==> config.mk <==
export PLATFORM = sky130hd
export DESIGN_NAME = l2c_top
export DESIGN_NICKNAME = d
export VERILOG_FILES = /design/src/l2c_pkg.sv /design/src/l2c_acc_timer.sv /design/src/l2c_bank.sv /design/src/l2c_flush_ctrl.sv /design/src/l2c_req_queue.sv /design/src/l2c_top.sv
export SDC_FILE = /design/constraint.sdc
export NUM_CORES = 2
export LEC_CHECK = 0
export BUFFER_PORTS_ARGS = -buffer_cell sky130_fd_sc_hd__buf_4
export CAP_MARGIN = 0
export CORE_MARGIN = 1
export CORE_UTILIZATION = 50
export CTS_BUF_LIST = sky130_fd_sc_hd__clkbuf_16
export CTS_CLUSTER_DIAMETER = 150
export DETAILED_ROUTE_END_ITERATION = 8
export GPL_TIMING_DRIVEN = 0
export PLACE_DENSITY_LB_ADDON = 0.3
export SETUP_SLACK_MARGIN = 0.3
export SYNTH_ARGS = -nofsm -noshare
export SYNTH_HDL_FRONTEND = slang
export SYNTH_HIERARCHICAL = 1
export SYNTH_SLANG_ARGS = --single-unit
==> constraint.sdc <==
create_clock -name forever_cpuclk -period 26.9 [get_ports forever_cpuclk]
set_clock_uncertainty 0.1 [all_clocks]
set_input_delay 2.69 -clock forever_cpuclk [delete_from_list [all_inputs] [get_ports forever_cpuclk]]
set_output_delay 2.69 -clock forever_cpuclk [all_outputs]
set_load 0.02 [all_outputs]
==> src/l2c_pkg.sv <==
//====================================================================
// L2 cache slice shared definitions
// Sizes, access-cycle clamp limits and the opcode, response and
// flush state encodings
//====================================================================

package l2c_pkg;

  //====================================================================
  // Request and line geometry
  //====================================================================
  localparam int unsigned L2C_ADDR_W = 16;

  // Low address bits select the line and the rest form the tag
  localparam int unsigned L2C_INDEX_W = 4;
  localparam int unsigned L2C_TAG_W = L2C_ADDR_W - L2C_INDEX_W;
  localparam int unsigned L2C_SETS = 16;

  localparam int unsigned L2C_DATA_W = 64;

  // Queue depth per bank and the requester's starting credits
  localparam int unsigned L2C_REQ_CREDITS = 2;

  //====================================================================
  // Access timing
  //====================================================================
  // Setup plus latency is clamped to these counts
  localparam int unsigned L2C_TAG_CYC_MAX = 4;
  localparam int unsigned L2C_DATA_CYC_MAX = 8;

  // Wide enough for the summed tag and data cycles
  localparam int unsigned L2C_CYC_W = 4;

  //====================================================================
  // Encodings
  //====================================================================
  typedef enum logic [0:0] {
    L2C_OP_READ  = 1'b0,
    L2C_OP_WRITE = 1'b1
  } l2c_op_e;

  typedef enum logic [1:0] {
    L2C_RESP_HIT  = 2'b00,
    L2C_RESP_MISS = 2'b01,
    L2C_RESP_WACK = 2'b10
  } l2c_resp_e;

  // SoC flush sequencer
  typedef enum logic [2:0] {
    FLUSH_IDLE   = 3'b000,
    FLUSH_REQ    = 3'b001,
    FLUSH_WAIT_1 = 3'b010,
    FLUSH_WAIT_0 = 3'b011,
    FLUSH_DONE   = 3'b100
  } l2c_flush_state_e;

endpackage

==> src/l2c_acc_timer.sv <==
//====================================================================
// Access timer
// Clamps the tag and data access cycles and times one access
//====================================================================

module l2c_acc_timer import l2c_pkg::*; (
  input  logic       forever_cpuclk,
  input  logic       cpurst_b,
  input  logic       start,
  input  logic       tag_setup,
  input  logic [2:0] tag_latency,
  input  logic       data_setup,
  input  logic [2:0] data_latency,
  output logic       busy,
  output logic       done
);

  logic [L2C_CYC_W-1:0] tag_sum;
  logic [L2C_CYC_W-1:0] data_sum;
  logic [L2C_CYC_W-1:0] tag_cyc;
  logic [L2C_CYC_W-1:0] data_cyc;
  logic [L2C_CYC_W-1:0] acc_cyc;
  logic [L2C_CYC_W-1:0] acc_load;
  logic [L2C_CYC_W-1:0] cnt;

  assign tag_sum  = L2C_CYC_W'(tag_setup) + L2C_CYC_W'(tag_latency);
  assign data_sum = L2C_CYC_W'(data_setup) + L2C_CYC_W'(data_latency);

  assign tag_cyc  = (tag_sum > L2C_CYC_W'(L2C_TAG_CYC_MAX)) ?
                    L2C_CYC_W'(L2C_TAG_CYC_MAX) : tag_sum;
  assign data_cyc = (data_sum > L2C_CYC_W'(L2C_DATA_CYC_MAX)) ?
                    L2C_CYC_W'(L2C_DATA_CYC_MAX) : data_sum;

  // An access takes at least one cycle
  assign acc_cyc  = tag_cyc + data_cyc;
  assign acc_load = (acc_cyc == '0) ? L2C_CYC_W'(1) : acc_cyc;

  // Done fires on the edge where the count leaves 1
  always_ff @(posedge forever_cpuclk or negedge cpurst_b) begin
    if (!cpurst_b) begin
      cnt  <= '0;
      done <= 1'b0;
    end else begin
      done <= 1'b0;
      if (start) begin
        cnt <= acc_load;
      end else if (cnt != '0) begin
        cnt <= cnt - 1'b1;
        if (cnt == L2C_CYC_W'(1)) begin
          done <= 1'b1;
        end
      end
    end
  end

  assign busy = (cnt != '0);

endmodule

==> src/l2c_bank.sv <==
//====================================================================
// L2 cache bank
// Direct-mapped line store with timed lookup, write fill and a
// flush walk over the valid bits
//====================================================================

module l2c_bank import l2c_pkg::*; (
  input  logic                  forever_cpuclk,
  input  logic                  cpurst_b,
  input  logic                  req_vld,
  input  l2c_op_e               req_op,
  input  logic [L2C_ADDR_W-1:0] req_addr,
  input  logic [L2C_DATA_W-1:0] req_wdata,
  input  logic                  tag_setup,
  input  logic [2:0]            tag_latency,
  input  logic                  data_setup,
  input  logic [2:0]            data_latency,
  input  logic                  bank_flush_req,
  output logic                  credit_ret,
  output logic                  cmplt,
  output l2c_resp_e             resp,
  output logic [L2C_DATA_W-1:0] rdata,
  output logic                  bank_flush_done,
  output logic                  bank_idle
);

  logic                   head_vld;
  l2c_op_e                head_op;
  logic [L2C_ADDR_W-1:0]  head_addr;
  logic [L2C_DATA_W-1:0]  head_wdata;
  logic                   pop;
  logic                   acc_busy;
  logic                   acc_done;

  l2c_op_e                cur_op;
  logic [L2C_ADDR_W-1:0]  cur_addr;
  logic [L2C_DATA_W-1:0]  cur_wdata;
  logic [L2C_INDEX_W-1:0] cur_idx;
  logic [L2C_TAG_W-1:0]   cur_tag;
  logic                   line_hit;

  logic [L2C_SETS-1:0]    valid_q;
  logic [L2C_TAG_W-1:0]   tag_mem  [L2C_SETS];
  logic [L2C_DATA_W-1:0]  data_mem [L2C_SETS];

  logic                   flush_start;
  logic                   flush_active;
  logic                   flush_held;
  logic [L2C_INDEX_W-1:0] walk_idx;

  l2c_req_queue i_req_queue (
    .forever_cpuclk (forever_cpuclk),
    .cpurst_b       (cpurst_b),
    .push           (req_vld),
    .push_op        (req_op),
    .push_addr      (req_addr),
    .push_wdata     (req_wdata),
    .pop            (pop),
    .head_vld       (head_vld),
    .head_op        (head_op),
    .head_addr      (head_addr),
    .head_wdata     (head_wdata),
    .credit_ret     (credit_ret)
  );

  // Next entry leaves the queue in the completion cycle of the last
  assign pop = head_vld & ~acc_busy & ~flush_active;

  l2c_acc_timer i_acc_timer (
    .forever_cpuclk (forever_cpuclk),
    .cpurst_b       (cpurst_b),
    .start          (pop),
    .tag_setup      (tag_setup),
    .tag_latency    (tag_latency),
    .data_setup     (data_setup),
    .data_latency   (data_latency),
    .busy           (acc_busy),
    .done           (acc_done)
  );

  always_ff @(posedge forever_cpuclk) begin
    if (pop) begin
      cur_op    <= head_op;
      cur_addr  <= head_addr;
      cur_wdata <= head_wdata;
    end
  end

  //====================================================================
  // Lookup and fill
  //====================================================================
  assign cur_idx  = cur_addr[L2C_INDEX_W-1:0];
  assign cur_tag  = cur_addr[L2C_ADDR_W-1:L2C_INDEX_W];
  assign line_hit = valid_q[cur_idx] && (tag_mem[cur_idx] == cur_tag);

  always_ff @(posedge forever_cpuclk) begin
    if (acc_done && (cur_op == L2C_OP_WRITE)) begin
      tag_mem[cur_idx]  <= cur_tag;
      data_mem[cur_idx] <= cur_wdata;
    end
  end

  // A flush never overlaps a fill since the walk needs an idle timer
  always_ff @(posedge forever_cpuclk or negedge cpurst_b) begin
    if (!cpurst_b) begin
      valid_q <= '0;
    end else if (flush_active) begin
      valid_q[walk_idx] <= 1'b0;
    end else if (acc_done && (cur_op == L2C_OP_WRITE)) begin
      valid_q[cur_idx] <= 1'b1;
    end
  end

  assign cmplt = acc_done;

  always_comb begin
    resp = L2C_RESP_MISS;
    if (cur_op == L2C_OP_WRITE) begin
      resp = L2C_RESP_WACK;
    end else if (line_hit) begin
      resp = L2C_RESP_HIT;
    end
  end

  assign rdata = (acc_done && (cur_op == L2C_OP_READ) && line_hit) ?
                 data_mem[cur_idx] : '0;

  //====================================================================
  // Flush walk
  //====================================================================
  assign flush_start = bank_flush_req & ~flush_held & ~flush_active &
                       ~head_vld & ~acc_busy;

  always_ff @(posedge forever_cpuclk or negedge cpurst_b) begin
    if (!cpurst_b) begin
      flush_active    <= 1'b0;
      flush_held      <= 1'b0;
      walk_idx        <= '0;
      bank_flush_done <= 1'b0;
    end else begin
      bank_flush_done <= 1'b0;
      if (flush_active) begin
        walk_idx <= walk_idx + 1'b1;
        if (walk_idx == L2C_INDEX_W'(L2C_SETS - 1)) begin
          flush_active    <= 1'b0;
          flush_held      <= 1'b1;
          bank_flush_done <= 1'b1;
        end
      end else if (flush_start) begin
        flush_active <= 1'b1;
        walk_idx     <= '0;
      end else if (!bank_flush_req) begin
        // Rearm once the request is withdrawn
        flush_held <= 1'b0;
      end
    end
  end

  assign bank_idle = ~head_vld & ~acc_busy & ~flush_active;

endmodule

==> src/l2c_flush_ctrl.sv <==
//====================================================================
// SoC flush sequencer
// Requests a flush of both banks and collects their done pulses
//====================================================================

module l2c_flush_ctrl import l2c_pkg::*; (
  input  logic forever_cpuclk,
  input  logic cpurst_b,
  input  logic flush_req,
  input  logic ciu_no_op,
  input  logic bank_flush_done_0,
  input  logic bank_flush_done_1,
  output logic bank_flush_req,
  output logic flush_done,
  output logic flush_idle
);

  l2c_flush_state_e cur_state;
  l2c_flush_state_e next_state;

  always_comb begin
    next_state = cur_state;
    case (cur_state)
      FLUSH_IDLE: begin
        if (flush_req && ciu_no_op) begin
          next_state = FLUSH_REQ;
        end
      end
      // Banks may finish in either order
      FLUSH_REQ: begin
        if (bank_flush_done_0 && bank_flush_done_1) begin
          next_state = FLUSH_DONE;
        end else if (bank_flush_done_0) begin
          next_state = FLUSH_WAIT_1;
        end else if (bank_flush_done_1) begin
          next_state = FLUSH_WAIT_0;
        end
      end
      FLUSH_WAIT_1: begin
        if (bank_flush_done_1) begin
          next_state = FLUSH_DONE;
        end
      end
      FLUSH_WAIT_0: begin
        if (bank_flush_done_0) begin
          next_state = FLUSH_DONE;
        end
      end
      FLUSH_DONE: begin
        if (!flush_req) begin
          next_state = FLUSH_IDLE;
        end
      end
      default: next_state = FLUSH_IDLE;
    endcase
  end

  // Outputs are decoded from the next state so they track the state
  always_ff @(posedge forever_cpuclk or negedge cpurst_b) begin
    if (!cpurst_b) begin
      cur_state      <= FLUSH_IDLE;
      bank_flush_req <= 1'b0;
      flush_done     <= 1'b0;
      flush_idle     <= 1'b1;
    end else begin
      cur_state      <= next_state;
      bank_flush_req <= next_state inside {FLUSH_REQ, FLUSH_WAIT_1, FLUSH_WAIT_0};
      flush_done     <= (next_state == FLUSH_DONE);
      flush_idle     <= (next_state == FLUSH_IDLE);
    end
  end

endmodule

==> src/l2c_req_queue.sv <==
//====================================================================
// Bank request queue
// Two-entry FIFO that returns one credit per popped entry
//====================================================================

module l2c_req_queue import l2c_pkg::*; (
  input  logic                  forever_cpuclk,
  input  logic                  cpurst_b,
  input  logic                  push,
  input  l2c_op_e               push_op,
  input  logic [L2C_ADDR_W-1:0] push_addr,
  input  logic [L2C_DATA_W-1:0] push_wdata,
  input  logic                  pop,
  output logic                  head_vld,
  output l2c_op_e               head_op,
  output logic [L2C_ADDR_W-1:0] head_addr,
  output logic [L2C_DATA_W-1:0] head_wdata,
  output logic                  credit_ret
);

  logic [$clog2(L2C_REQ_CREDITS)-1:0]   wr_ptr;
  logic [$clog2(L2C_REQ_CREDITS)-1:0]   rd_ptr;
  logic [$clog2(L2C_REQ_CREDITS+1)-1:0] count;
  logic                                 do_pop;

  l2c_op_e               op_q    [L2C_REQ_CREDITS];
  logic [L2C_ADDR_W-1:0] addr_q  [L2C_REQ_CREDITS];
  logic [L2C_DATA_W-1:0] wdata_q [L2C_REQ_CREDITS];

  assign head_vld = (count != '0);
  assign do_pop   = pop & head_vld;

  //====================================================================
  // Pointers, fill level and credit return
  //====================================================================
  always_ff @(posedge forever_cpuclk or negedge cpurst_b) begin
    if (!cpurst_b) begin
      wr_ptr     <= '0;
      rd_ptr     <= '0;
      count      <= '0;
      credit_ret <= 1'b0;
    end else begin
      credit_ret <= do_pop;
      if (push) begin
        wr_ptr <= wr_ptr + 1'b1;
      end
      if (do_pop) begin
        rd_ptr <= rd_ptr + 1'b1;
      end
      case ({push, do_pop})
        2'b10:   count <= count + 1'b1;
        2'b01:   count <= count - 1'b1;
        default: count <= count;
      endcase
    end
  end

  // Entry storage
  always_ff @(posedge forever_cpuclk) begin
    if (push) begin
      op_q[wr_ptr]    <= push_op;
      addr_q[wr_ptr]  <= push_addr;
      wdata_q[wr_ptr] <= push_wdata;
    end
  end

  assign head_op    = op_q[rd_ptr];
  assign head_addr  = addr_q[rd_ptr];
  assign head_wdata = wdata_q[rd_ptr];

endmodule

==> src/l2c_top.sv <==
//====================================================================
// L2 cache slice top
// Two banks, the SoC flush sequencer and the quiescence output
//====================================================================

module l2c_top import l2c_pkg::*; (
  input  logic                  forever_cpuclk,
  input  logic                  cpurst_b,
  input  logic                  req_vld_bank_0,
  input  l2c_op_e               req_op_bank_0,
  input  logic [L2C_ADDR_W-1:0] req_addr_bank_0,
  input  logic [L2C_DATA_W-1:0] req_wdata_bank_0,
  input  logic                  req_vld_bank_1,
  input  l2c_op_e               req_op_bank_1,
  input  logic [L2C_ADDR_W-1:0] req_addr_bank_1,
  input  logic [L2C_DATA_W-1:0] req_wdata_bank_1,
  input  logic                  tag_setup,
  input  logic [2:0]            tag_latency,
  input  logic                  data_setup,
  input  logic [2:0]            data_latency,
  input  logic                  flush_req,
  input  logic                  ciu_no_op,
  output logic                  credit_ret_bank_0,
  output logic                  cmplt_bank_0,
  output l2c_resp_e             resp_bank_0,
  output logic [L2C_DATA_W-1:0] rdata_bank_0,
  output logic                  credit_ret_bank_1,
  output logic                  cmplt_bank_1,
  output l2c_resp_e             resp_bank_1,
  output logic [L2C_DATA_W-1:0] rdata_bank_1,
  output logic                  flush_done,
  output logic                  flush_idle,
  output logic                  no_op
);

  logic bank_flush_req;
  logic bank_flush_done_0;
  logic bank_flush_done_1;
  logic bank_idle_0;
  logic bank_idle_1;

  //====================================================================
  // Banks
  //====================================================================
  l2c_bank i_bank_0 (
    .forever_cpuclk  (forever_cpuclk),
    .cpurst_b        (cpurst_b),
    .req_vld         (req_vld_bank_0),
    .req_op          (req_op_bank_0),
    .req_addr        (req_addr_bank_0),
    .req_wdata       (req_wdata_bank_0),
    .tag_setup       (tag_setup),
    .tag_latency     (tag_latency),
    .data_setup      (data_setup),
    .data_latency    (data_latency),
    .bank_flush_req  (bank_flush_req),
    .credit_ret      (credit_ret_bank_0),
    .cmplt           (cmplt_bank_0),
    .resp            (resp_bank_0),
    .rdata           (rdata_bank_0),
    .bank_flush_done (bank_flush_done_0),
    .bank_idle       (bank_idle_0)
  );

  l2c_bank i_bank_1 (
    .forever_cpuclk  (forever_cpuclk),
    .cpurst_b        (cpurst_b),
    .req_vld         (req_vld_bank_1),
    .req_op          (req_op_bank_1),
    .req_addr        (req_addr_bank_1),
    .req_wdata       (req_wdata_bank_1),
    .tag_setup       (tag_setup),
    .tag_latency     (tag_latency),
    .data_setup      (data_setup),
    .data_latency    (data_latency),
    .bank_flush_req  (bank_flush_req),
    .credit_ret      (credit_ret_bank_1),
    .cmplt           (cmplt_bank_1),
    .resp            (resp_bank_1),
    .rdata           (rdata_bank_1),
    .bank_flush_done (bank_flush_done_1),
    .bank_idle       (bank_idle_1)
  );

  //====================================================================
  // SoC flush
  //====================================================================
  l2c_flush_ctrl i_flush_ctrl (
    .forever_cpuclk    (forever_cpuclk),
    .cpurst_b          (cpurst_b),
    .flush_req         (flush_req),
    .ciu_no_op         (ciu_no_op),
    .bank_flush_done_0 (bank_flush_done_0),
    .bank_flush_done_1 (bank_flush_done_1),
    .bank_flush_req    (bank_flush_req),
    .flush_done        (flush_done),
    .flush_idle        (flush_idle)
  );

  // Slice is quiet only when both banks are
  assign no_op = bank_idle_0 & bank_idle_1;

endmodule

# Word level (Yosys, flattened, before mapping)

Memory sizes are Yosys's and may differ from the RTL's. A register that Yosys moved wholly into a read port is not among the register bits.
Index checks and enable logic that the tools add are counted.
W data, S select, Z words.

Add/sub/neg operators: 15
Magnitude comparators: 10
Eq/ne operators: 24
Mux-type cells: 74
Bitwise operators: 35
Reductions and logical operators: 32

Operators by type and width:

| kind                  | number |
|---|---|
| $mux W64              | 2 |
| $mux W16              | 4 |
| $mux W4               | 11 |
| $mux W1               | 39 |
| $and A16 B16 Y16      | 2 |
| $not A16 Y16          | 2 |
| $or A16 B16 Y16       | 2 |
| $eq A12 B12 Y1        | 2 |
| $mux W3               | 7 |
| $lt A4 B5 Y1 const B  | 4 |
| $reduce_bool A2 Y1    | 10 |
| $and A1 B1 Y1         | 19 |
| $demux W1 S4          | 4 |
| $ge A4 B1 Y1 const B  | 4 |
| $pmux W3 S5           | 1 |
| $logic_and A1 B1 Y1   | 14 |
| $eq A3 B2 Y1 const B  | 4 |
| $ne A2 B2 Y1 const B  | 6 |
| $not A1 Y1            | 10 |
| $add A1 B3 Y4         | 2 |
| $add A4 B1 Y4 const B | 2 |
| $bmux W1 S4           | 2 |
| $eq A4 B1 Y1 const B  | 2 |
| $eq A4 B4 Y1 const B  | 2 |
| other kinds (18)      | 33 |

Bits in registers: 72
RAM bits: 2756
Bits of input ports: 176
Output and inout bits: 139
Logic and storage cells: 226
Memories: 10

Memories:

| memory                       | words | bits a word | read ports | clocked after memory_dff | wr ports | RTL line            | RTL |
|---|---|---|---|---|---|---|---|
| i_bank_0.data_mem            | 16    | 64          | 1          | 0                        | 1        | l2c_bank.sv:44      | `logic [L2C_DATA_W-1:0] data_mem [L2C_SETS];` |
| i_bank_1.data_mem            | 16    | 64          | 1          | 0                        | 1        | l2c_bank.sv:44      |  |
| i_bank_0.tag_mem             | 16    | 12          | 1          | 0                        | 1        | l2c_bank.sv:43      | `logic [L2C_TAG_W-1:0] tag_mem [L2C_SETS];` |
| i_bank_1.tag_mem             | 16    | 12          | 1          | 0                        | 1        | l2c_bank.sv:43      |  |
| i_bank_0.i_req_queue.wdata_q | 2     | 64          | 1          | 1                        | 1        | l2c_req_queue.sv:28 | `logic [L2C_DATA_W-1:0] wdata_q [L2C_REQ_CREDITS];` |
| i_bank_1.i_req_queue.wdata_q | 2     | 64          | 1          | 1                        | 1        | l2c_req_queue.sv:28 |  |
| +4 memories                  | n/a   | n/a         | n/a        | n/a                      | n/a      | n/a                 |  |

# Logic depth before layout (Yosys ltp)

Word-level depth: 7
Gate-level depth with buffers: 13
Gate-level depth less buffers: 12

# By module

The synthesis kept the hierarchy.

By module, submodules not included:

| module               | times used | cells each | area each (um2) | sequential area each (um2) |
|---|---|---|---|---|
| l2c_bank at i_bank_1 | 1          | 2188       | 50724.9         | 39603.0 |
| l2c_bank at i_bank_0 | 1          | 2103       | 50683.6         | 39603.0 |
| l2c_req_queue        | 2          | 269        | 6458.7          | 4989.8 |
| l2c_acc_timer        | 2          | 57         | 499.2           | 125.1 |
| l2c_flush_ctrl       | 1          | 27         | 306.5           | 151.4 |
| l2c_top              | 1          | 1          | 6.3             | 0.0 |

# Worst setup path before layout

No wires, ideal clock.

Kind: reg-to-reg
Start point: register i_bank_0.i_acc_timer.cnt[0]
End point: register i_bank_0.i_req_queue.count[1]
Library setup time: 79 ps
Data arrival time: 8719 ps
Data required time: 26721 ps
Setup slack: 18002 ps
Cell stages (with the launch flop): 10
Path buffers: 0
Clock period less this slack: 8898 ps
Path through: dfrtp_1 -> inv_1 -> ha_1 -> nor3b_2 -> inv_1 -> nor3b_1 -> and2_4 -> ha_1 -> nor2_1 -> xor2_1

Cells in the longest elaborated chain, start to end: 7
Elaborated cells between the ends (all ways): 9
Those cells by class: eq/ne (2); mux (1); bitwise (4); reduce/logical (2)

RTL lines:

| what                                                     | RTL line            | RTL |
|---|---|---|
| start: declaration                                       | l2c_acc_timer.sv:24 | `logic [L2C_CYC_W-1:0] cnt;` |
| start signal: assignment                                 | l2c_acc_timer.sv:46 | `cnt <= acc_load;` |
| start signal: assignment                                 | l2c_acc_timer.sv:48 | `cnt <= cnt - 1'b1;` |
| $reduce_bool A4 Y1 (*)                                   | l2c_acc_timer.sv:56 | `assign busy = (cnt != '0);` |
| net i_bank_0.acc_busy                                    | l2c_bank.sv:32      | `logic acc_busy;` |
| $not A1 Y1 (*)                                           | l2c_bank.sv:67      | `assign pop = head_vld & ~acc_busy & ~flush_active;` |
| $and A1 B1 Y1 (*) (2 in series)                          | l2c_bank.sv:67      |  |
| net i_bank_0.pop                                         | l2c_bank.sv:31      | `logic pop;` |
| $and A1 B1 Y1 (*)                                        | l2c_req_queue.sv:31 | `assign do_pop = pop & head_vld;` |
| net i_bank_0.i_req_queue.do_pop                          | l2c_req_queue.sv:24 | `logic do_pop;` |
| $eq A2 B1 Y1 / $eq A2 B2 Y1 (equally long branches)      | l2c_req_queue.sv:50 | `case ({push, do_pop})` |
| $pmux W2 S2 / $reduce_bool A2 Y1 (equally long branches) | n/a                 |  |
| end signal: assignment                                   | l2c_req_queue.sv:51 | `2'b10: count <= count + 1'b1;` |
| end signal: assignment                                   | l2c_req_queue.sv:52 | `2'b01: count <= count - 1'b1;` |
| end signal: assignment                                   | l2c_req_queue.sv:53 | `default: count <= count;` |
| end: declaration                                         | l2c_req_queue.sv:23 | `logic [$clog2(L2C_REQ_CREDITS+1)-1:0] count;` |

Mark *: on every way through the listed nets, which the timed path passes. The rest lies on a longest branch.
A chain may end at the register's enable or synchronous reset.

==> key figures <==
Floorplan
  • FP Rows: 176
  • Core footprint: 230,000 sq um
  • Die width: just under 500 um
  • Die height: 483 um
  • Starting density of the core: 0.503
  • Die area: 233,000 sq um
  • Io pins: 315

Setup path
  • Worst R2R Start: i_bank_0/i_acc_timer/cnt[1]$_DFFE_PN0P_
  • Crit path kind: register to output port
  • Critical path launch point type: register
  • Worst R2R Setup Slack: 23.46 ns
  • Type of destination of the critical path: output port
  • Crit path DAT: between 5 and 6 ns
  • FF-to-FF path depth: 10
  • CP required: 24.11 ns
  • Crit-path max FO: 10
  • FF-to-FF End: i_bank_0/cur_wdata[23]$_DFFE_PP_

CTS
  • H-Tree Depth: 5
  • Clock Path Buffers: 4
  • Cts hold-fix bufs: 0
  • Clock root buffer: clkbuf_16
  • Clk sink count: 2,998
  • Post-cts resize count: 0
  • CTS tree: yes
  • Worst-Skew Late Latency: 0.92 ns
  • Clock transition at path regs: 0.06 ns
  • Number of setup buffers added after CTS: 0
  • Total clock buffers created by CTS: 317

Placement
  • Port Buffers: 314
  • GP Congestion: 0.769
  • Hpwl dp: 176,000 um
  • Setup WS pre-CTS: 19.04 ns

Timing
  • Final setup viols: 0
  • Unrepaired setup endpoints after global routing: false
  • Final Worst Setup Slack: about 18 ns
  • Relative slew slack: 0.0399
  • Setup TNS: 0 ns
  • Tcrit/Tclk final: 0.322
  • Final Hold Fails: 0
  • Fin crit period: 8.67 ns
  • Worst Max-Slew Pin Slew: 1.44 ns
  • Maximum clock rate: 0.115 GHz
  • Final Max Slew Viols: 0

Synth
  • Count leader, synth: edfxtp_1
  • Yosys warning total: 6
  • Area contributors post-synth: edfxtp_1 76%, mux4_2 14%, mux2_4 2.1%
  • Synth area leader: edfxtp_1
  • Cells after Synth: 4,971
  • Post-synth top cells: 2,918 x edfxtp_1, 702 x mux4_2, 159 x nand2_1
  • Post-synth top area share: 0.758
  • Prevailing post-synth register cell: edfxtp_1
  • Post-synth EDFFs: 2,918
  • Synthesized area: around 120,000 sq um
  • Post-synth ARST share: 0.0240
  • Syn_nets: a little over 5,000
  • Synth cell types: 76
  • #FFs+latches synth: 2,998
  • Syn avg cell area: 23.3 sq um
  • Seq/Total Area, Yosys: 0.775

Worst hold path
  • Hold Path Origin: i_bank_1/i_req_queue/count[1]$_DFFE_PN0P_
  • Type of the most critical hold path: register to register
  • Hold Path End: i_bank_1/i_req_queue/count[1]$_DFFE_PN0P_
  • WHS Path Cells: 1

Global route
  • Total grt overflow: 0
  • Vias in the first global route: 55,600
  • Antenna violations before repair: 18
  • All-Layer GR Usage: 0.235
  • First-pass GRT wire length: between 300,000 and 400,000 um
  • Largest net degree at the start of global routing: 73

Cells and area
  • Layout Nets: 6,025
  • Ratio of cells with drive above 1 in the final layout: 0.349
  • Final core occ: 0.588
  • Syn-to-layout area delta: 16.9%

Power
  • PD cells: 87.7 nW/um^2
  • Peak supply drop: 77.8 uV
  • Static leakage: 44.1 nW

Route
  • TritonRoute pass-1 iters: 8
  • WL final: 273,000 um
  • Vias per inst: around 6.1
  • Vias: 55,100
  • ANT nets after route: 0
  • Routed len/inst: 30.1 um
  • Detailed router's first-iteration violation count: 5,909
  • DRC: 0

Job
  • Max Cap Viol: 0

Outcome
  • Status: finished clean
critical path, cell delays in order (launching register included):
cell and delay (ns):
dfxtp_1 0.33, buf_6 0.16, buf_8 0.16, buf_2 0.28, buf_2 0.34, buf_2 0.36
clkbuf_1 0.74, buf_2 0.51, nand4_1 0.14, o31ai_1 0.17, nand4b_1 0.28, buf_2 0.38
buf_2 0.33, nor3b_2 0.49, buf_4 0.24
placed cells by master, fill, tap and decap left out, types with 87 or more instances in the layout:
cell type,n
mux2_4,158
nand2_1,159
mux2i_1,87
edfxtp_1,2918
buf_4,328
mux4_2,702
inv_1,87
buf_6,112
clkbuf_16,323
buf_12,105
per-layer routing:
layer | global-route usage | wire length [um] | share of wire
met1 | 0.317 | 106000 | 0.39
met2 | 0.393 | 138000 | 0.51
met3 | 0.0382 | 20900 | 0.077
met4 | 0.0751 | 8240 | 0.030
met5 | 0 | 23 | 0.000084
registers in the layout, summed over array words and instances (netlist names), 16 cells and up, named ones only:
name / flops
i_bank_0/cur_addr: 16
i_bank_0/cur_wdata: 64
i_bank_0/data_mem: 1024
i_bank_0/i_req_queue/addr_q: 32
i_bank_0/i_req_queue/wdata_q: 128
i_bank_0/tag_mem: 192
i_bank_0/valid_q: 16
i_bank_1/cur_addr: 16
i_bank_1/cur_wdata: 64
i_bank_1/data_mem: 1024
i_bank_1/i_req_queue/addr_q: 32
i_bank_1/i_req_queue/wdata_q: 128
i_bank_1/tag_mem: 192
i_bank_1/valid_q: 16
logic make-up (layout without fill, tap and decap cells):
group                      Yosys count  after routing  synth area share
other                                0             10                 0
DFF                               2998           2998             0.775
buffers and inverters              278           1345            0.0140
AOI/OAI and AO/OA                  126            126           0.00736
adders and majority gates           30             30           0.00338
and+or+nand+nor                    494            494            0.0264
muxes                              993            993             0.170
xor gates and xnor gates            52             52           0.00394
worst max path at each step:
stage / end / slack, ns / depth (start not counted)
6_report: rdata_bank_0[61] / 18.23 / 14
5_1_grt: rdata_bank_0[61] / 18.05 / 14
4_1_cts: rdata_bank_1[42] / 18.04 / 12
3_5_place_dp: rdata_bank_1[42] / 19.04 / 12
3_3_place_gp: i_bank_1/i_req_queue/count[1]$_DFFE_PN0P_ / 8.69 / 9
2_1_floorplan: i_bank_0/i_req_queue/count[1]$_DFFE_PN0P_ / 18.00 / 9
through the flow:
stage	hold slack [ns]	power (mW)	instances	cell area, sq um
2_1_floorplan	0.334	7.15	4971	116000
3_3_place_gp	0.348	7.82	8311	122000
3_5_place_dp	0.349	7.85	8526	126000
4_1_cts	0.361	12.0	9064	135000
5_1_grt	0.380	12.2	9070	135000
6_report	0.360	11.9	9074	135000
cell type report:
class | count | area (sq um)
Fill cell | 16000 | 94700
Sequential cell | 2998 | 89600
Multi-Input combinational cell | 1695 | 24700
Clock buffer | 323 | 8080
Timing Repair Buffer | 529 | 5840
Tap cell | 3026 | 3790
Clock inverter | 215 | 1610
Buffer | 250 | 1520
Inverter | 28 | 105
Antenna cell | 10 | 25.0
power breakdown:
part	internal (mW)	switching, mW	leakage (nW)
Sequential	5.48	0.179	27.4
Combinational	0.999	1.08	11.8
Clock	2.40	1.72	4.98
(Power assumes the default switching activity.)
